<file path="src/rvPkg.sv">
// Widths, opcodes, ALU and FSM enums, mux selects, control and memory request structs
package rvPkg;

    localparam int XLen = 32;

    typedef logic [XLen-1:0] word_t;
    typedef logic [4:0]      regAddr_t;

    typedef enum logic [6:0] {
        Load  = 7'b0000011,
        Store = 7'b0100011,
        RType = 7'b0110011,
        IType = 7'b0010011,
        Jal   = 7'b1101111,
        Beq   = 7'b1100011
    } opcode_t;

    typedef enum logic [1:0] {
        AluOpAdd   = 2'b00,
        AluOpSub   = 2'b01,
        AluOpFunct = 2'b10    // Decode from funct fields
    } aluOp_t;

    typedef enum logic [2:0] {
        AluAdd = 3'b000,
        AluSub = 3'b001,
        AluAnd = 3'b010,
        AluOr  = 3'b011,
        AluSlt = 3'b101
    } aluCtrl_t;

    typedef enum logic [3:0] {
        Fetch,
        Decode,
        MemAdr,
        MemRead,
        MemWb,
        MemWrite,
        ExecuteR,
        AluWb,
        ExecuteI,
        JalS,
        BeqS
    } fsmState_t;

    typedef enum logic [1:0] {SrcAPc, SrcAOldPc, SrcAReg} srcASel_t;
    typedef enum logic [1:0] {SrcBWData, SrcBImm, SrcBFour} srcBSel_t;
    typedef enum logic [1:0] {ResAluOut, ResData, ResAluResult} resultSel_t;

    typedef struct packed {
        logic       pcWrite;
        logic       adrSrc;     // 0 PC, 1 result
        logic       irWrite;
        logic       regWrite;
        logic       memWrite;
        srcASel_t   srcA;
        srcBSel_t   srcB;
        resultSel_t resultSrc;
        aluCtrl_t   aluCtrl;
    } ctrl_t;

    typedef struct packed {
        logic  we;
        word_t adr;
        word_t wdata;
    } memReq_t;

endpackage

</file>
<file path="src/controlFsm.sv">
// Multicycle control FSM with datapath selects, enables and PC write logic
`timescale 1ns/10ps

module controlFsm (
    input  logic          clk,
    input  logic          rst,
    input  rvPkg::word_t  instr,
    input  logic          zero,
    output rvPkg::aluOp_t aluOp,
    output rvPkg::ctrl_t  ctrl
);

    rvPkg::fsmState_t state;
    rvPkg::fsmState_t nextState;
    rvPkg::opcode_t   opcode;
    logic             branch;
    logic             pcUpdate;

    assign opcode = rvPkg::opcode_t'(instr[6:0]);

    always_ff @(posedge clk or posedge rst) begin
        if (rst) begin
            state <= rvPkg::Fetch;
        end else begin
            state <= nextState;
        end
    end

    always_comb begin
        ctrl           = '0;
        ctrl.srcA      = rvPkg::SrcAPc;
        ctrl.srcB      = rvPkg::SrcBWData;
        ctrl.resultSrc = rvPkg::ResAluOut;
        ctrl.aluCtrl   = rvPkg::AluAdd;   // Replaced by the ALU decoder output at top
        aluOp          = rvPkg::AluOpAdd;
        branch         = 1'b0;
        pcUpdate       = 1'b0;
        nextState      = rvPkg::Fetch;
        case (state)
            rvPkg::Fetch: begin
                ctrl.irWrite   = 1'b1;
                ctrl.srcB      = rvPkg::SrcBFour;
                ctrl.resultSrc = rvPkg::ResAluResult;   // PC + 4 straight back to PC
                pcUpdate       = 1'b1;
                nextState      = rvPkg::Decode;
            end
            rvPkg::Decode: begin
                // Branch and jump target lands in ALUOut
                ctrl.srcA = rvPkg::SrcAOldPc;
                ctrl.srcB = rvPkg::SrcBImm;
                case (opcode)
                    rvPkg::Load,
                    rvPkg::Store: nextState = rvPkg::MemAdr;
                    rvPkg::RType: nextState = rvPkg::ExecuteR;
                    rvPkg::IType: nextState = rvPkg::ExecuteI;
                    rvPkg::Jal:   nextState = rvPkg::JalS;
                    rvPkg::Beq:   nextState = rvPkg::BeqS;
                    default:      nextState = rvPkg::Fetch;
                endcase
            end
            rvPkg::MemAdr: begin
                ctrl.srcA = rvPkg::SrcAReg;
                ctrl.srcB = rvPkg::SrcBImm;
                nextState = (opcode == rvPkg::Load) ? rvPkg::MemRead : rvPkg::MemWrite;
            end
            rvPkg::MemRead: begin
                ctrl.adrSrc = 1'b1;
                nextState   = rvPkg::MemWb;
            end
            rvPkg::MemWb: begin
                ctrl.resultSrc = rvPkg::ResData;
                ctrl.regWrite  = 1'b1;
            end
            rvPkg::MemWrite: begin
                ctrl.adrSrc   = 1'b1;
                ctrl.memWrite = 1'b1;
            end
            rvPkg::ExecuteR: begin
                ctrl.srcA = rvPkg::SrcAReg;
                aluOp     = rvPkg::AluOpFunct;
                nextState = rvPkg::AluWb;
            end
            rvPkg::AluWb: begin
                ctrl.regWrite = 1'b1;
            end
            rvPkg::ExecuteI: begin
                ctrl.srcA = rvPkg::SrcAReg;
                ctrl.srcB = rvPkg::SrcBImm;
                aluOp     = rvPkg::AluOpFunct;
                nextState = rvPkg::AluWb;
            end
            rvPkg::JalS: begin
                // Target from ALUOut to PC, link value computed alongside
                ctrl.srcA = rvPkg::SrcAOldPc;
                ctrl.srcB = rvPkg::SrcBFour;
                pcUpdate  = 1'b1;
                nextState = rvPkg::AluWb;
            end
            rvPkg::BeqS: begin
                ctrl.srcA = rvPkg::SrcAReg;
                aluOp     = rvPkg::AluOpSub;
                branch    = 1'b1;
            end
            default: nextState = rvPkg::Fetch;
        endcase
        ctrl.pcWrite = pcUpdate | (branch & zero);
    end

    // Store and register write-back never in the same cycle
    assert property (@(posedge clk) disable iff (rst) !(ctrl.memWrite && ctrl.regWrite))
        else $error("memWrite and regWrite high together");

endmodule

</file>
<file path="config.mk">
export PLATFORM = sky130hd
export DESIGN_NAME = controlFsm
export DESIGN_NICKNAME = d
export VERILOG_FILES = /design/src/rvPkg.sv /design/src/controlFsm.sv
export SDC_FILE = /design/constraint.sdc
export NUM_CORES = 1
export LEC_CHECK = 0
export ABC_AREA = 1
export BUFFER_PORTS_ARGS = -buffer_cell sky130_fd_sc_hd__buf_2
export CORE_MARGIN = 2
export CORE_UTILIZATION = 30
export CTS_CLUSTER_SIZE = 10
export DETAILED_ROUTE_END_ITERATION = 8
export GPL_TIMING_DRIVEN = 1
export HOLD_SLACK_MARGIN = 0.02
export PLACE_DENSITY = 0.75
export SLEW_MARGIN = 25
export SYNTH_ARGS = -nofsm -noshare
export SYNTH_HDL_FRONTEND = slang
export SYNTH_SLANG_ARGS = --single-unit
</file>
<file path="constraint.sdc">
create_clock -name clk -period 1.3 [get_ports clk]
set_input_delay 0.39 -clock clk [delete_from_list [all_inputs] [get_ports clk]]
set_output_delay 0.39 -clock clk [all_outputs]
set_load 0.05 [all_outputs]
</file>
# --- Word level (Yosys, flattened, before mapping) ---
# Index checks and enable logic that the tools add are counted.
totals:
  elab_cells: 42
  out_inout_bits: 16
  inputBits: 35
  regBits: 4
op_classes:
  n_mux: 13
  reduce_logical: 10
  bitwise: 2
  eq_ne: 16
ops:
  columns: ["cell", "count"]
  rows:
  - ["one-hot mux 4 bit (5 select lines)", 2]
  - ["equality test 4 x 3 -> 1 bit (second input constant)", 4]
  - ["one-hot mux 2 bit (2 select lines)", 4]
  - ["equality test 7 x 6 -> 1 bit (second input constant)", 2]
  - ["equality test 7 bit (second input constant)", 2]
  - ["equality test 4 bit (second input constant)", 3]
  - ["OR reduction 2 bit", 6]
  - ["equality test 4 x 2 -> 1 bit (second input constant)", 2]
  - ["equality test 7 x 2 -> 1 bit (second input constant)", 1]
  - ["equality test 7 x 5 -> 1 bit (second input constant)", 1]
  - ["2-to-1 mux 1 bit", 6]
  - ["OR reduction 3 bit", 2]
  - ["equality test 4 x 1 -> 1 bit (second input constant)", 1]
  - ["zero test 4 bit", 1]
  - ["OR reduction 4 bit", 1]
  - ["2-to-1 mux 3 bit", 1]
  - ["AND 1 bit", 1]
  - ["OR 1 bit", 1]

# --- Depth between registers and ports, before layout ---
# Gate-level depths: netlist of run 1.
depth:
  depth_word: 4
  ltp_mapped: 8
  ltp_nobuf: 8

# --- Worst setup path after synthesis of run 1 ---
# No wires, ideal clock.
synth_path:
  kind: "flip-flop to output port"
  startpoint: "reg state[2]"
  endpoint: "out ctrl[12] (netlist name)"
  stages_incl_launch_ff: 5
  arrival_ps: 1413
  setup_slack_ps: -503
  required_time_ps: 910
  cell_sequence: "dfrtp_1 inv_1 nor2_1 inv_1 o22ai_1"
synth_lines:
  columns: ["element", "line", "text"]
  rows:
  - ["start: declaration", "controlFsm.sv:13", "rvPkg::fsmState_t state;"]
  - ["start signal: assignment", "controlFsm.sv:23", "state <= rvPkg::Fetch;"]
  - ["start signal: assignment", "controlFsm.sv:25", "state <= nextState;"]
  - ["end: declaration", "controlFsm.sv:10", "output rvPkg::ctrl_t ctrl"]

==> summary.txt, run 1 <==
Clocking
  • Hold buffer count at cts: 0
  • CTS Buffer Depth: 2
  • H-tree levels: 1
  • Clock transition at path regs: 0.04 ns
  • Clk sinks: 4
  • CTS Buf Count: 3
  • CTS tree: yes
  • Clock latency on the worst-skew pair: between 0.2 and 0.25 ns
  • Root buffer cell: clkbuf_4

Synth
  • Largest cells by area after synthesis: dfrtp_1 (21%), nand2_1 (15%), inv_1 (14%), nor2_1 (13%), nand3_1 (8.6%)
  • Sequential share of the synthesized area: 21.4%
  • Syn avg cell area: 5.56 um^2
  • Register bit count reported by yosys: 4
  • Synth Area in Compound Gates: 7.24%
  • Multiplexer share of the synthesized area: 0%
  • Synth Area in Adders: 0%
  • Unique masters post-synth: 17
  • Yosys top cell area share: 21.4%
  • Warnings, synthesis: 0
  • Synth Area in Simple Gates: 49.6%
  • Post-Syn Instances: 84
  • Xor-xnor portion of the synthesized cell area: 0%
  • Largest family of logic cells by synthesized area: simple AND/OR/NAND/NOR gates
  • Area leader, netlist: dfrtp_1
  • Area of the mapped netlist: around 470 um^2

Pwr
  • Clock Power Share: 8.3%
  • Peak supply drop: 780 uV
  • NetSw: 0.954 mW
  • Switch share: 53.8%
  • Final Power: 1.77 mW
  • Pint: 0.819 mW
  • Pleak: 0.460 nW
  • Power per standard cell area: ~1900 nW/um^2
  • Flop pwr share: between 10% and 20%
  • Gate power share: between 80 and 90%

STA
  • Fin worst setup slack: -0.404 ns
  • RSZ-0062 raised after global routing: true
  • FMAX: 587 MHz
  • Setup-failing EPs final: 13
  • Hold slack final: about 0.032 ns
  • Final Hold Viols: 0
  • Fin. max-slew vios: 0
  • Tmin final: 1.70 ns
  • Final period util: 131%
  • Setup TNS: -4.42 ns
  • Clock skew: 0.000723 ns

Finish
  • Layout cells sized above 1: about three fifths
  • Fillers: 127
  • Final #Nets: 157
  • Most flop-heavy register: state
  • Final Instance Count excl. Fillers: 136
  • # diodes: 0
  • Top Registers: state x4
  • Max reg flops: 4
  • Area grow syn2layout: 97.9%

Floorplan
  • Initial Util: 31.3%
  • DIE WIDTH: 43.4 um
  • Die area: 1890 um^2
  • Die height: 43.4 um
  • Row count: 14
  • # IOs: 51
  • Core area: 1490 um^2

Route
  • Post-route DRC: 0
  • Vias after detailed routing: between 600 and 700
  • 1st-iter DRT viols: 7
  • WL per Instance: 9.01 um
  • Antenna viol nets, final: 0
  • Detailed Route WL: about 1200 um
  • Vias per inst: 4.43
  • Drt pass-1 iters: 5

Critical path
  • WP data required: 0.91 ns
  • Crit path max fanout: 3
  • CP cell instances: inv_2 > nor2_1 > nand2_1 > clkinvlp_4 > nand2_2 > nand3_4 > buf_6
  • Critical Path End Type: primary output
  • CP Class: flip-flop to primary output
  • Critical Path Source Type: flip-flop
  • Slowest CP cell: dfrtp_1
  • CP arrival: 1.31 ns
  • Critical path's largest stage delay: 0.39 ns

Min path
  • Hold/Removal Path Class: input pin to asynchronous set/reset pin

Placement
  • Port Buffer Count: 22
  • Dpl cells: 131
  • Hpwl dp: 1020 um
  • GP Congestion: 0.745

GRT
  • Pin count of the biggest net entering global routing: 6
  • Total global-route track usage: 15.4%
  • Vias in the first global route: 594
  • Global-route wire length before repair: around 2200 um
  • GR Overflow Total: 0
  • Antenna violations before repair: 0

Outcome
  • Violations in the final reports: negative setup slack
  • Status: finished, violations left

Job
  • Max Cap Viol: 0
-- metrics by stage --
| step | utilization, % | area (um^2) | setup slack [ns] |
|---|---|---|---|
| floorplan | - | 569 | -0.474 |
| global placement | 50.0 | 744 | -0.289 |
| detailed placement | 50.0 | 744 | -0.307 |
| CTS | 61.0 | 908 | -0.392 |
| global route | 62.0 | 923 | -0.481 |
| finish | 62.0 | 923 | -0.404 |
-- metal layers --
metal / track usage [%] / up-vias / share of wire, %
li1: - / 323 / -
met1: 15.6 / 261 / 36
met2: 31.9 / 19 / 59
met3: 2.50 / 0 / 5.0
met4: 3.64 / 0 / 0
met5: 0 / - / 0
-- layout make-up --
| cell class | count | area (um^2) | share of cell area, % |
|---|---|---|---|
| timing repair buffer | 35 | 302 | 32.7 |
| multi-input combinational | 60 | 403 | 43.6 |
| inverter | 18 | 75.1 | 8.13 |
| tap | 16 | 20.0 | 2.17 |
| sequential | 4 | 101 | 11.0 |
| clock buffer | 3 | 22.5 | 2.44 |
-- logic make-up after synthesis --
| kind of cell | after synthesis |
|---|---|
| DFF | 4 |
| other | 1 |
| and+or+nand+nor | 51 |
| AOI/OAI and AO/OA | 6 |
| buffers and inverters | 22 |
-- Yosys cell counts --
library cell / count
nand2_2: 2
conb_1: 1
dfrtp_1: 4
nor2_2: 1
buf_4: 4
nand2_1: 19
nor3_1: 1
nand3b_1: 1
a21oi_1: 4
o22ai_1: 1
o211ai_1: 1
nor2_4: 1
nand3_1: 8
or2_2: 1
nor2_1: 16
nand2_4: 1
inv_1: 18
-- placed cells by master (no fill, tap or decap) --
cell / count
a21oi_1: 3
a21oi_4: 1
buf_2: 10
buf_4: 10
buf_6: 13
buf_8: 2
clkbuf_4: 3
clkinvlp_4: 2
conb_1: 3
dfrtp_1: 3
dfrtp_2: 1
inv_1: 8
inv_2: 8
nand2_1: 13
nand2_2: 4
nand2_4: 4
nand2_8: 1
nand3_1: 7
nand3_4: 1
nand3b_1: 1
nor2_1: 9
nor2_2: 1
nor2_4: 8
nor3_1: 1
o211ai_1: 1
o22ai_2: 1
or2_2: 1
-- what timing repair did --
| item | 4_1_cts | 5_1_grt |
|---|---|---|
| buffers inserted | 2 | 2 |
| cloned | 0 | 0 |
| gates resized for setup | 39 | 6 |
| pin swaps | 4 | 3 |
| endpoints found under the setup margin | 13 | 16 |
-- critical path: cells and delay by family, from the launching register on --
kind	cells	cell delay [ns]
AND/OR/NAND/NOR	4	0.37
flip-flops	1	0.39
buffers and inverters	3	0.32
-- power groups by stage --
| stage | Clock (mW) | Combinational (mW) | Sequential, mW |
|---|---|---|---|
| floorplan | 0 | 0.897 | 0.175 |
| global placement | 0 | 1.11 | 0.176 |
| detailed placement | 0 | 1.12 | 0.180 |
| CTS | 0.153 | 1.40 | 0.203 |
| global route | 0.157 | 1.50 | 0.212 |
| finish | 0.147 | 1.42 | 0.205 |
-- path summary, 6_finish.rpt --
check,from,endpoint,slack (ns),cells after the start
setup / recovery,state[3],ctrl[13],-0.40,7
max in group asynchronous,rst,state[0],1.11,2
setup reg to reg,state[1],state[1],0.07,7
min in group clk,instr[6],state[3],0.50,4
hold reg to reg,state[0],state[0],0.73,2
hold / removal,rst,state[1],0.03,2
No activity file was read; power rests on OpenSTA's default activity.
==> inputs of run 2 (changes only) <==
Settings changed: BUFFER_PORTS_ARGS -buffer_cell sky130_fd_sc_hd__buf_2 to -buffer_cell sky130_fd_sc_hd__buf_4.
==> run 2 against run 1 <==
  * The run still ends with negative setup slack left
  * Sequential share of layout area fell by 1.0 points
  * Register-to-register slack got worse by 0.12 ns
  * Critical endpoint is now ctrl[8]
  * Clock skew rose by 0.0010 ns
==> summary.txt, run 2 (same netlist as run 1, synthesis figures left out) <==
Clocking
  • CTS tree: yes
  • Clock transition at path regs: 0.04 ns (about the same)
  • CTS Buf Count: 3 (unchanged)
  • Root buffer cell: clkbuf_4
  • CTS Buffer Depth: 2 (unchanged)
  • Hold buffer count at cts: 0 (unchanged)
  • H-tree levels: 1 (unchanged)
  • Clock latency on the worst-skew pair: 0.24 ns (about the same)
  • Clk sinks: 4 (unchanged)

Pwr
  • Flop pwr share: 10.8% (-0.8 points)
  • Gate power share: 81.0% (+0.8 points)
  • Power per standard cell area: 1840 nW/um^2 (-4.2%)
  • Clock Power Share: 8.2% (about the same)
  • Pint: 0.912 mW (+11%)
  • Switch share: 53.1% (-0.75 points)
  • Pleak: 0.502 nW (+9.1%)
  • Final Power: 1.94 mW (+9.7%)
  • Peak supply drop: 808 uV (+3.6%)
  • NetSw: 1.03 mW (+8.1%)

Finish
  • Top Registers: state x4
  • Commonest non-fill, non-tap cells in the layout: buf_4 (20), buf_6 (14), nand2_1 (12)
  • Area grow syn2layout: 127%
  • Area of the multi-input gates: 457 um^2 (+13%)
  • Commonest non-fill, non-tap cell in the layout: buf_4
  • Layout cells sized above 1: 67.5% (+8.3 points)
  • Most flop-heavy register: state
  • Register area: 105 um^2 (+3.7%)
  • Final #Nets: 160 (+1.9%)
  • Max reg flops: 4 (unchanged)
  • Fillers: 123 (-3.1%)
  • Post-Route Utilization: 71.0% (+9.0 points)
  • Final Instance Count excl. Fillers: 139 (+2.2%)
  • Fin area: 1060 um^2 (+14%)
  • # diodes: 0 (unchanged)

Critical path
  • Critical Path End Type: primary output
  • CP arrival: 1.42 ns (+0.11 ns)
  • Reg2reg path depth: 7 (unchanged)
  • Worst R2R Start: state[2]
  • Critical path's largest stage delay: 0.46 ns (+0.07 ns)
  • Critical Path Source Type: flip-flop
  • Slowest CP cell: dfrtp_2
  • CP Class: flip-flop to primary output
  • WP data required: 0.91 ns (about the same)
  • CP cell instances: nor2_4 > inv_2 > o211ai_1 > buf_4
  • R2r setup slk: -0.05 ns (-0.12 ns)
  • Crit path max fanout: 4 (+1)
  • End of the worst register-to-register path: state[0]

Outcome
  • Status: finished, violations left
  • Violations in the final reports: negative setup slack

Route
  • Vias after detailed routing: 651 (+8.0%)
  • Post-route DRC: 0 (unchanged)
  • DR WL met2: 1030 um (+42%)
  • Drt pass-1 iters: 4 (-1)
  • Vias per inst: 4.68 (+5.6%)
  • WL per Instance: 11.9 um (+32%)
  • WL met3: 64 um (+4.9%)
  • Met1 Routed Length: 529 um (+20%)
  • Detailed Route WL: 1650 um (+35%)
  • Antenna viol nets, final: 0 (unchanged)
  • Highest routed layer: met4
  • 1st-iter DRT viols: 8 (+1)

GRT
  • Total global-route track usage: 15.9% (+0.43 points)
  • GR Overflow Total: 0 (unchanged)
  • Global-route wire length before repair: 2270 um (+1.6%)
  • Pin count of the biggest net entering global routing: 6 (unchanged)
  • Antenna violations before repair: 0 (unchanged)
  • Vias in the first global route: 622 (+4.7%)

STA
  • Fin. max-slew vios: 0 (unchanged)
  • Final period util: 139% (+8.2 points)
  • Hold slack final: 0.0284 ns (-0.00348 ns)
  • Setup-failing EPs final: 15 (+2)
  • RSZ-0062 raised after global routing: true
  • Tmin final: 1.81 ns (+0.107 ns)
  • FMAX: 552 MHz (-5.9%)
  • Setup TNS: -5.03 ns (-0.607 ns)
  • Fin worst setup slack: -0.511 ns (-0.107 ns)
  • Final Hold Viols: 0 (unchanged)
  • Clock skew: 0.00177 ns (+0.00105 ns)

Placement
  • GP Congestion: 0.731 (-1.9%)
  • Dpl ws: -0.244 ns (+0.0629 ns)
  • Port Buffer Count: 22 (unchanged)
  • Dpl cells: 131 (unchanged)
  • Post-Place Cell Area: 800 um^2 (+7.4%)
  • Hpwl dp: 1040 um (+2.2%)

Floorplan
  • Initial Util: 31.3% (unchanged)
  • Die area: 1890 um^2 (unchanged)
  • # IOs: 51 (unchanged)
  • Row count: 14 (unchanged)
  • DIE WIDTH: 43.4 um (unchanged)
  • Core area: 1490 um^2 (unchanged)
  • Die height: 43.4 um (unchanged)

Job
  • Max Cap Viol: 0 (unchanged)

Min path
  • Hold/Removal Path Class: input pin to asynchronous set/reset pin
run 2: cell count changes in the layout (fill, tap and decap cells not counted), sizes merged:
cell,before,now
buf,35,38
run 2: repair_timing:
action                     CTS  global route
pin swaps                    6             2
setup buffers                3             2
cloned                       0             0
resized for setup           32            23
setup endpoints to repair   13            16
run 2: cell type report:
cell class	count	area share (%)
multi-input combinational	60	43.2
inverter	18	8.05
timing repair buffer	38	34.8
tap	16	1.89
sequential	4	9.94
clock buffer	3	2.13
run 2: critical path, delay by kind of cell, from the launching register on:
kind	cells	cell delay, ns
AOI/OAI and AO/OA	1	0.22
buffers and inverters	2	0.31
DFF	1	0.46
and+or+nand+nor	1	0.18
run 2: worst max-delay path by stage:
stage,start,end,slack (ns)
after floorplan,state[1],ctrl[8],-0.47
after global placement,state[0],ctrl[8],-0.23
after detailed placement,state[0],ctrl[8],-0.24
after CTS,state[0],ctrl[8],-0.41
after global routing,state[0],ctrl[8],-0.57
final,state[0],ctrl[8],-0.51
run 2: layer usage:
layer  vias up  GRT usage (%)
met5         -              0
met4         0           7.27
met3         4           2.50
met2        23           31.9
met1       297           15.3
li1        327              -
run 2: power groups by stage:
stage / registers [mW] / clock network, mW / logic [mW]
final: 0.210 / 0.160 / 1.57
after global routing: 0.215 / 0.165 / 1.64
after CTS: 0.202 / 0.159 / 1.43
after detailed placement: 0.179 / 0 / 1.21
after global placement: 0.176 / 0 / 1.19
after floorplan: 0.175 / 0 / 0.897
