## src/rvPkg.sv

```systemverilog
// Widths, opcodes, ALU and FSM enums, mux selects, control and memory request structs
package rvPkg;

    localparam int XLen = 32;

    typedef logic [XLen-1:0] word_t;
    typedef logic [4:0]      regAddr_t;

    typedef enum logic [6:0] {
        Load  = 7'b0000011,
        Store = 7'b0100011,
        RType = 7'b0110011,
        IType = 7'b0010011,
        Jal   = 7'b1101111,
        Beq   = 7'b1100011
    } opcode_t;

    typedef enum logic [1:0] {
        AluOpAdd   = 2'b00,
        AluOpSub   = 2'b01,
        AluOpFunct = 2'b10    // Decode from funct fields
    } aluOp_t;

    typedef enum logic [2:0] {
        AluAdd = 3'b000,
        AluSub = 3'b001,
        AluAnd = 3'b010,
        AluOr  = 3'b011,
        AluSlt = 3'b101
    } aluCtrl_t;

    typedef enum logic [3:0] {
        Fetch,
        Decode,
        MemAdr,
        MemRead,
        MemWb,
        MemWrite,
        ExecuteR,
        AluWb,
        ExecuteI,
        JalS,
        BeqS
    } fsmState_t;

    typedef enum logic [1:0] {SrcAPc, SrcAOldPc, SrcAReg} srcASel_t;
    typedef enum logic [1:0] {SrcBWData, SrcBImm, SrcBFour} srcBSel_t;
    typedef enum logic [1:0] {ResAluOut, ResData, ResAluResult} resultSel_t;

    typedef struct packed {
        logic       pcWrite;
        logic       adrSrc;     // 0 PC, 1 result
        logic       irWrite;
        logic       regWrite;
        logic       memWrite;
        srcASel_t   srcA;
        srcBSel_t   srcB;
        resultSel_t resultSrc;
        aluCtrl_t   aluCtrl;
    } ctrl_t;

    typedef struct packed {
        logic  we;
        word_t adr;
        word_t wdata;
    } memReq_t;

endpackage

```

## src/immExtend.sv

```systemverilog
// Immediate extender selecting I, S, B or J format from the opcode
`timescale 1ns/10ps

module immExtend (
    input  rvPkg::word_t instr,
    output rvPkg::word_t imm
);

    rvPkg::opcode_t opcode;
    logic           sign;

    assign opcode = rvPkg::opcode_t'(instr[6:0]);
    assign sign   = instr[31];

    always_comb begin
        case (opcode)
            rvPkg::Store: begin
                imm = {{20{sign}}, instr[31:25], instr[11:7]};
            end
            rvPkg::Beq: begin
                imm = {{20{sign}}, instr[7], instr[30:25], instr[11:8], 1'b0};
            end
            rvPkg::Jal: begin
                imm = {{12{sign}}, instr[19:12], instr[20], instr[30:21], 1'b0};
            end
            default: begin
                imm = {{20{sign}}, instr[31:20]};   // I format, also lw
            end
        endcase
    end

endmodule

```

## src/alu.sv

```systemverilog
// ALU with add, sub, and, or, signed slt and zero flag
`timescale 1ns/10ps

module alu (
    input  rvPkg::word_t    srcA,
    input  rvPkg::word_t    srcB,
    input  rvPkg::aluCtrl_t aluCtrl,
    output rvPkg::word_t    result,
    output logic            zero
);

    logic lessThan;

    assign lessThan = $signed(srcA) < $signed(srcB);

    always_comb begin
        case (aluCtrl)
            rvPkg::AluAdd: result = srcA + srcB;
            rvPkg::AluSub: result = srcA - srcB;
            rvPkg::AluAnd: result = srcA & srcB;
            rvPkg::AluOr:  result = srcA | srcB;
            rvPkg::AluSlt: result = rvPkg::word_t'(lessThan);
            default:       result = '0;
        endcase
    end

    assign zero = (result == '0);   // Used by beq

endmodule

```

## src/regFile.sv

```systemverilog
// 32-entry register file, two combinational reads, x0 hardwired to zero
`timescale 1ns/10ps

module regFile (
    input  logic            clk,
    input  logic            rst,
    input  logic            we,
    input  rvPkg::regAddr_t rs1,
    input  rvPkg::regAddr_t rs2,
    input  rvPkg::regAddr_t rd,
    input  rvPkg::word_t    wd,
    output rvPkg::word_t    rd1,
    output rvPkg::word_t    rd2
);

    rvPkg::word_t regs [32];

    always_ff @(posedge clk or posedge rst) begin
        if (rst) begin
            for (int i = 0; i < 32; i++) begin
                regs[i] <= '0;
            end
        end else if (we && rd != '0) begin
            regs[rd] <= wd;
        end
    end

    assign rd1 = (rs1 == '0) ? '0 : regs[rs1];
    assign rd2 = (rs2 == '0) ? '0 : regs[rs2];

    // x0 must survive any write-back sequence
    assert property (@(posedge clk) regs[0] == '0)
        else $error("register x0 was modified");

endmodule

```

## src/datapath.sv

```systemverilog
// Multicycle datapath with PC, IR, operand registers, muxes, register file, extender and ALU
`timescale 1ns/10ps

module datapath (
    input  logic           clk,
    input  logic           rst,
    input  rvPkg::ctrl_t   ctrl,
    output rvPkg::word_t   instr,
    output logic           zero,
    output rvPkg::memReq_t req,
    input  rvPkg::word_t   rdata
);

    rvPkg::word_t pc;
    rvPkg::word_t oldPc;
    rvPkg::word_t adr;
    rvPkg::word_t rd1;
    rvPkg::word_t rd2;
    rvPkg::word_t a;
    rvPkg::word_t wData;
    rvPkg::word_t data;
    rvPkg::word_t aluOut;
    rvPkg::word_t aluResult;
    rvPkg::word_t imm;
    rvPkg::word_t srcA;
    rvPkg::word_t srcB;
    rvPkg::word_t result;

    always_ff @(posedge clk or posedge rst) begin
        if (rst) begin
            pc <= '0;
        end else if (ctrl.pcWrite) begin
            pc <= result;
        end
    end

    always_ff @(posedge clk or posedge rst) begin
        if (rst) begin
            instr <= '0;
            oldPc <= '0;
        end else if (ctrl.irWrite) begin
            instr <= rdata;
            oldPc <= pc;   // PC of the fetched instruction
        end
    end

    // Stage registers, loaded every cycle
    always_ff @(posedge clk) begin
        a      <= rd1;
        wData  <= rd2;
        data   <= rdata;
        aluOut <= aluResult;
    end

    assign adr = ctrl.adrSrc ? result : pc;

    regFile uRegFile (
        .clk (clk),
        .rst (rst),
        .we  (ctrl.regWrite),
        .rs1 (instr[19:15]),
        .rs2 (instr[24:20]),
        .rd  (instr[11:7]),
        .wd  (result),
        .rd1 (rd1),
        .rd2 (rd2)
    );

    immExtend uImmExtend (
        .instr (instr),
        .imm   (imm)
    );

    always_comb begin
        case (ctrl.srcA)
            rvPkg::SrcAPc:    srcA = pc;
            rvPkg::SrcAOldPc: srcA = oldPc;
            default:          srcA = a;
        endcase
    end

    always_comb begin
        case (ctrl.srcB)
            rvPkg::SrcBWData: srcB = wData;
            rvPkg::SrcBImm:   srcB = imm;
            default:          srcB = rvPkg::word_t'(4);
        endcase
    end

    alu uAlu (
        .srcA    (srcA),
        .srcB    (srcB),
        .aluCtrl (ctrl.aluCtrl),
        .result  (aluResult),
        .zero    (zero)
    );

    always_comb begin
        case (ctrl.resultSrc)
            rvPkg::ResData:      result = data;
            rvPkg::ResAluResult: result = aluResult;
            default:             result = aluOut;
        endcase
    end

    assign req.we    = ctrl.memWrite;
    assign req.adr   = adr;
    assign req.wdata = wData;

endmodule

```

## config.mk

```make
export PLATFORM = sky130hd
export DESIGN_NAME = datapath
export DESIGN_NICKNAME = d
export VERILOG_FILES = /design/src/rvPkg.sv /design/src/immExtend.sv /design/src/alu.sv /design/src/regFile.sv /design/src/datapath.sv
export SDC_FILE = /design/constraint.sdc
export NUM_CORES = 2
export LEC_CHECK = 0
export BUFFER_PORTS_ARGS = -buffer_cell sky130_fd_sc_hd__buf_4
export CAP_MARGIN = 20
export CORE_MARGIN = 4
export CORE_UTILIZATION = 55
export CTS_CLUSTER_SIZE = 30
export DETAILED_ROUTE_END_ITERATION = 6
export GPL_TIMING_DRIVEN = 1
export PLACE_DENSITY = 0.72
export SYNTH_ARGS = -nofsm -noshare
export SYNTH_HDL_FRONTEND = slang
export SYNTH_HIERARCHICAL = 1
export SYNTH_SLANG_ARGS = --single-unit
```

## constraint.sdc

```tcl
create_clock -name clk -period 47.2 [get_ports clk]
set_input_delay 7.08 -clock clk [delete_from_list [all_inputs] [get_ports clk]]
set_output_delay 7.08 -clock clk [all_outputs]
set_load 0.03 [all_outputs]
```

### Word level (Yosys, flattened, before mapping)

Cells that the tools add are included.

| cells by class | value |
|---|---|
| mux-type cells | 15 |
| order comparisons | 5 |
| eq/ne operators | 11 |
| add/sub/neg operators | 2 |
| bitwise operators | 5 |
| reduce and logical (&&, ||, !) cells | 9 |

Operators with widths:

| cell | count |
|---|---|
| bitwise mux 1024 bit | 1 |
| binary-select mux 32 bit (select 5 bit) | 2 |
| 2-to-1 mux 32 bit | 6 |
| one-hot mux 32 bit (2 select lines) | 3 |
| demux 32 bit (select 5 bit) | 1 |
| one-hot mux 32 bit (5 select lines) | 1 |
| one-hot mux 20 bit (3 select lines) | 1 |
| adder 32 bit | 1 |
| bitwise AND 32 bit | 1 |
| zero test 32 bit | 1 |
| < comparator 32 bit | 1 |
| OR 32 bit | 1 |
| subtractor 32 bit | 1 |
| >= comparator 6 bit (second input constant) | 3 |
| inverter 5 -> 6 bit | 3 |
| == test 7 bit (second input constant) | 2 |
| zero test 5 bit | 2 |
| == test 7 x 6 -> 1 bit (second input constant) | 1 |
| == test 2 x 1 -> 1 bit (second input constant) | 3 |
| == test 3 x 2 -> 1 bit (second input constant) | 2 |
| < comparator 6 x 1 -> 1 bit (second input constant) | 1 |
| nonzero test 5 bit | 1 |
| zero test 2 bit | 2 |
| == test 3 x 1 -> 1 bit (second input constant) | 1 |
| 4 further kinds | 5 |

| storage, ports and cells | value |
|---|---|
| word-level logic and storage cells | 86 |
| input port bits | 48 |
| flip-flop bits (word level) | 1248 |
| output and inout port bits | 98 |

### Depth between registers and ports, before layout

| depth | value |
|---|---|
| depth in word-level cells | 7 |
| gate-level depth with buffers | 24 |

### Modules after synthesis

The synthesis kept the hierarchy.

Modules (own cells, without submodules):

| module | instances | cells an instance | area each (um^2) | seq. area each (um^2) |
|---|---|---|---|---|
| regFile | 1 | 3692 | 54732.5 | 25624.6 |
| datapath | 1 | 730 | 8745.9 | 4964.8 |
| alu | 1 | 826 | 5451.5 | 0.0 |
| immExtend | 1 | 49 | 406.6 | 0.0 |

### Worst setup path after synthesis

No wires, ideal clock.

| path | value |
|---|---|
| kind | input port to output port |
| start | in ctrl[8] (netlist name) |
| end | out zero |
| required time | 40.120 ns |
| data arrival time | 11.587 ns |
| setup slack | 28.533 ns |
| stages on the path | 17 |
| buffers on the path | 2 |
| path through | clkbuf_1 clkbuf_1 nand2_1 o21ai_0 inv_1 fa_1 and2_1 or3_1 a31o_1 a221oi_2 o211ai_1 or4_1 or4b_1 a2111oi_2 nand4_1 or4_1 nor2_1 |

| between the ends | value |
|---|---|
| cells in the longest elaborated chain, start to end | 5 |
| elaborated cells between the ends (all ways) | 10 |

Ends and longest elaborated chain:

| element | RTL line | source |
|---|---|---|
| start: declaration | datapath.sv:7 | `input rvPkg::ctrl_t ctrl,` |
| == test 2 x 1 -> 1 bit or zero test 2 bit (tied branches) | datapath.sv:75 | `case (ctrl.srcA)` |
| one-hot mux 32 bit (2 select lines) (*) | datapath.sv:75 |  |
| via srcA[1] | datapath.sv:25 | `rvPkg::word_t srcA;` |
| subtractor 32 bit (tied with other cells) | alu.sv:19 | `rvPkg::AluSub: result = srcA - srcB;` |
| one-hot mux 32 bit (5 select lines) (*) | alu.sv:17 | `case (aluCtrl)` |
| zero test 32 bit (*) | alu.sv:27 | `assign zero = (result == '0);` |
| end: declaration | datapath.sv:9 | `output logic zero,` |

The timed path passes the listed nets; every way through them passes the cells marked *.

==> results <==
- The final layout contains routed wiring with a total length of ~230 mm.
- Gates resized during post-CTS repair numbered 0.
- Summed over all nets, the half-perimeter wirelength after detailed placement is ~150 mm.
- The TritonCTS buffer count is 132.
- The number of max-slew violations in the final report is 0.
- The average cell area after synthesis is 13.1 um^2.
- For this block, wires on met1 add up to 89.7 mm.
- Clock tree synthesis selected as its root buffer the cell sky130_fd_sc_hd__clkbuf_16.
- After global routing the overflow that remains totals 0.
- The slew of the pin with the lowest slew margin is about 1.2 ns.
- Clock latency on the worst-skew pair, taken at its later pin, is roughly 0.79 ns.
- The mapped netlist covers 0.0693 mm^2.
- In this run, synthesis inferred 0 flip-flops with an integrated enable.
- After detailed routing, the average wire length per cell comes to ~34 um.
- The number of global-route vias before repair is 48826.
- At the end of the flow, the number of nets in the layout was 5334.
- The floorplan step set the die width to approximately 360 um.
- The CTS sink count is 1248.
- The nature of the critical path endpoint is a primary output.
- During placement, the flow inserted port buffers numbering 143.
- The clock transition at the registers of the reported paths is 0.06 ns.
- The largest net degree at the start of global routing is 177.
- The timing startpoint of the critical path is ctrl[7].
- Setup violations remaining at the end of the flow were counted as 0.
- The setup TNS is 0 ns.
- The critical path data required time is 40.12 ns.
- The number of remaining DRC errors is 0.
- The flow ran to the end, and the final reports show no timing, DRC or antenna violations.
- For this design, the CTS-stage hold fixing added 0 buffers.
- Of the cells placed in the final design, the portion with a size suffix greater than 1 is roughly 40%.
- The maximum frequency from static timing analysis is 50.1 MHz.
- For this design the static power due to leakage is ~33 nW.
- The register bit total from synthesis is 1248.
- Along the worst path, the maximum fanout reaches 32.
- Counting every instance in the synthesized netlist gives 5297.
- Once the clock tree was built, the setup fixing pass inserted 0 buffers.
- Setup repair after global routing left no endpoint under its margin.
- Detailed routing placed a total of around 23 mm of wire on met3.
- The placed cell count is 6688.
- The final instance count without filler cells is 6940.
- At the end of routability-driven placement, the weighted congestion stood at 1.01.
- The path class of the tightest hold or removal check is reg -> reg.
- Power spread over the standard cell area amounts to around 53 mW/mm^2.
- In the routed layout, each cell is associated on average with a via count of 7.06.
- Global routing used 35.2% of the available tracks across all layers.
- The clock passes through at most 3 buffers.
- The worst vdd rail ir drop is slightly below 0.00004 V.
- The initial antenna violation count is 13.
- Yosys mapped the design onto 92 distinct sky130hd cell types.
- The floorplan step defined a die boundary enclosing about 0.13 mm^2.
- The post-synthesis net count is 5456.
- The most frequently used flop master after synthesis is sky130_fd_sc_hd__dfrtp_1.
- The final worst clock skew is 0.0366 ns.
- The worst register-to-register path begins at instr[20].
- The portion of the clock cycle consumed by the worst path in the final layout is 42.3%.
- For this block, the via count after detailed routing is 49014.
- Max-cap violations in this run came to 0.
- The worst min-delay path startpoint is uRegFile/regs[1005].
- The wire length of the first global-routing pass is 340 mm.
- The I/O pin count is about 150.
- Once detail routing completed, the nets flagged for antenna violations numbered 0.
- The die is ~360 um tall.
- STA puts the critical path data arrival time at 12.87 ns.
- After floorplanning, the core was sized to cover 0.125 mm^2.
- The critical path start-end classification is in -> out.
- The post-synthesis to final-layout area growth is 8.89%.
- The top metal layer carrying routed signals is met5.
- The worst slew margin relative to its limit is between 20% and 30%.
- The final-report hold violation count is 0.
- The number of detailed-routing iterations run before antenna repair is 6.
- The detailed router finished its first iteration with 5436 violations.
- Subtracting the final worst setup slack from the clock period gives between 15 and 20 ns.
- The number of H-tree branching levels is 4.
- After floorplanning, the core was divided into 130 placement rows.
- The post-synthesis async set-or-reset flop share is 89.7%.
- The post-synthesis sequential area ratio is 44.1%.
- TritonCTS built the clock tree.
- The length of routed met2 wiring is ~110 mm.
- The initial core utilization is 55.3%.
- Yosys printed 6 warnings.
- The worst setup path is launched from a primary input.
## registers in the layout, summed over array words and instances, names as in the netlist
register / count
a: 32
pc: 32
uRegFile/regs: 1024
oldPc: 32
instr: 32
aluOut: 32
wData: 32
data: 32
## stage by stage
step,instance area (um^2),hold WS (ns),util (%),power [mW],worst slack [ns]
floorplan,69300,0.441,-,2.52,11.30
global placement,71100,0.381,56.7,2.85,27.55
detailed placement,71100,0.385,56.7,2.90,27.41
CTS,75500,0.399,60.2,3.95,27.40
global route,75500,0.413,60.2,4.14,26.97
finish,75500,0.400,60.2,3.98,27.25
## layout by cell type (no fill, tap or decap), types with 18 or more instances in the layout
cell / netlist / layout
sky130_fd_sc_hd__nor3_1: 51 / 51
sky130_fd_sc_hd__nand3_1: 25 / 25
sky130_fd_sc_hd__clkbuf_8: 0 / 25
sky130_fd_sc_hd__a211oi_1: 62 / 62
sky130_fd_sc_hd__a221oi_2: 32 / 32
sky130_fd_sc_hd__dfxtp_1: 128 / 128
sky130_fd_sc_hd__o31ai_1: 74 / 74
sky130_fd_sc_hd__a31oi_1: 18 / 18
sky130_fd_sc_hd__nor4_1: 30 / 30
sky130_fd_sc_hd__clkbuf_1: 277 / 42
sky130_fd_sc_hd__ha_1: 109 / 107
sky130_fd_sc_hd__mux4_2: 398 / 398
sky130_fd_sc_hd__o22ai_1: 45 / 45
sky130_fd_sc_hd__inv_1: 108 / 104
sky130_fd_sc_hd__a2111oi_0: 34 / 34
sky130_fd_sc_hd__buf_4: 55 / 278
sky130_fd_sc_hd__mux2_2: 1106 / 1106
sky130_fd_sc_hd__nor2_4: 0 / 19
sky130_fd_sc_hd__clkbuf_16: 0 / 137
sky130_fd_sc_hd__nand2_1: 136 / 119
sky130_fd_sc_hd__a21oi_1: 110 / 110
sky130_fd_sc_hd__dfrtp_1: 1120 / 1111
sky130_fd_sc_hd__nor2_1: 155 / 119
sky130_fd_sc_hd__o21ai_0: 86 / 86
sky130_fd_sc_hd__a22oi_1: 77 / 77
sky130_fd_sc_hd__mux2i_1: 342 / 342
sky130_fd_sc_hd__nand2b_1: 78 / 78
sky130_fd_sc_hd__o221ai_1: 27 / 27
sky130_fd_sc_hd__a22o_1: 44 / 44
sky130_fd_sc_hd__o211ai_1: 24 / 24
sky130_fd_sc_hd__nor2b_1: 86 / 80
sky130_fd_sc_hd__and2_1: 25 / 23
sky130_fd_sc_hd__o32ai_1: 20 / 20
## logic make-up (layout without fill, tap and decap cells)
family	after synthesis	after routing	synth area share, %
compound gates	774	774	8.36
xor+xnor	12	12	0.152
fa+ha+maj	111	111	2.02
buf+inv	653	642	4.70
flops	1248	1248	44.1
mux	1846	1846	35.8
other cells	0	4	0
simple gates	653	653	4.82
## metal layers
layer,vias to the layer above,global-route usage (%)
li1,19839,-
met1,25669,46.1
met2,2777,53.7
met3,727,8.87
met4,2,20.3
met5,-,0
## synth_stat cells (11+ instances only)
cell type                   count  area share, %
sky130_fd_sc_hd__o31ai_1       74           0.80
sky130_fd_sc_hd__clkbuf_1     277            1.5
sky130_fd_sc_hd__a22oi_1       77           0.83
sky130_fd_sc_hd__ha_1         109            2.0
sky130_fd_sc_hd__a21o_1        16           0.17
sky130_fd_sc_hd__o32ai_1       20           0.25
sky130_fd_sc_hd__dfrtp_1     1120             40
sky130_fd_sc_hd__nand2b_1      78           0.70
sky130_fd_sc_hd__a2111oi_0     34           0.43
sky130_fd_sc_hd__a221oi_2      32           0.69
sky130_fd_sc_hd__o21ai_0       86           0.62
sky130_fd_sc_hd__o221ai_1      27           0.34
sky130_fd_sc_hd__buf_4         55           0.60
sky130_fd_sc_hd__a21oi_1      110           0.79
sky130_fd_sc_hd__buf_6         42           0.68
sky130_fd_sc_hd__nor3_1        51           0.37
sky130_fd_sc_hd__dfxtp_1      128            3.7
sky130_fd_sc_hd__nor4_1        30           0.27
sky130_fd_sc_hd__mux2_2      1106             18
sky130_fd_sc_hd__a22o_1        44           0.56
sky130_fd_sc_hd__buf_2        100           0.72
sky130_fd_sc_hd__inv_1        108           0.58
sky130_fd_sc_hd__nor2b_1       86           0.78
sky130_fd_sc_hd__buf_1         54           0.29
sky130_fd_sc_hd__nand3_1       25           0.18
sky130_fd_sc_hd__and2_1        25           0.23
sky130_fd_sc_hd__nor2_1       155           0.84
sky130_fd_sc_hd__o22ai_1       45           0.41
sky130_fd_sc_hd__a31oi_1       18           0.16
sky130_fd_sc_hd__nand2_1      136           0.74
sky130_fd_sc_hd__mux2i_1      342            4.9
sky130_fd_sc_hd__mux4_2       398             13
sky130_fd_sc_hd__nand4_1       11          0.099
sky130_fd_sc_hd__o211ai_1      24           0.26
sky130_fd_sc_hd__a211oi_1      62           0.67
## area by class of cell
type                       count  area (um^2)
fill                        9718        49900
multi-input combinational   3396        35800
sequential                  1248        30600
clock buffer                 204         3930
timing repair buffer         286         2220
tap                         1650         2060
clock inverter                41          443
inverter                     111          427
antenna                        4         10.0
## where the power goes
group	internal, mW	switching [mW]	leakage, nW
clock network	0.610	0.447	2.14
registers	1.40	0.291	15.7
logic	0.637	0.594	15.5
total	2.65	1.33	33.3
## final timing paths
| kind | cells past startpoint | slack, ns | endpoint |
|---|---|---|---|
| worst max-delay path | 17 | 27.25 | req[59] |
| worst min-delay path | 0 | 0.40 | uRegFile/regs[1005] |
| worst max register to register | 19 | 40.49 | uRegFile/regs[159] |
| worst min register to register | 0 | 0.40 | uRegFile/regs[1005] |
| max in group asynchronous | 5 | 37.58 | uRegFile/regs[209] |
| min in group asynchronous | 2 | 6.46 | pc[24] |
## critical path, cell delays in order
cell and delay [ns]:
sky130_fd_sc_hd__buf_4 0.60, sky130_fd_sc_hd__mux2i_1 0.15, sky130_fd_sc_hd__o21ai_0 0.45, sky130_fd_sc_hd__inv_1 0.12
sky130_fd_sc_hd__ha_1 0.46, sky130_fd_sc_hd__a21oi_1 0.26, sky130_fd_sc_hd__o22ai_1 0.16, sky130_fd_sc_hd__o32ai_1 0.72
sky130_fd_sc_hd__o221ai_1 0.40, sky130_fd_sc_hd__a211oi_1 0.67, sky130_fd_sc_hd__o211ai_1 0.20, sky130_fd_sc_hd__o21ai_0 0.14
sky130_fd_sc_hd__xor2_1 0.14, sky130_fd_sc_hd__o21ai_0 0.47, sky130_fd_sc_hd__a221oi_2 0.17, sky130_fd_sc_hd__o31ai_1 0.41
sky130_fd_sc_hd__buf_4 0.23
(Power assumes the default switching activity.)
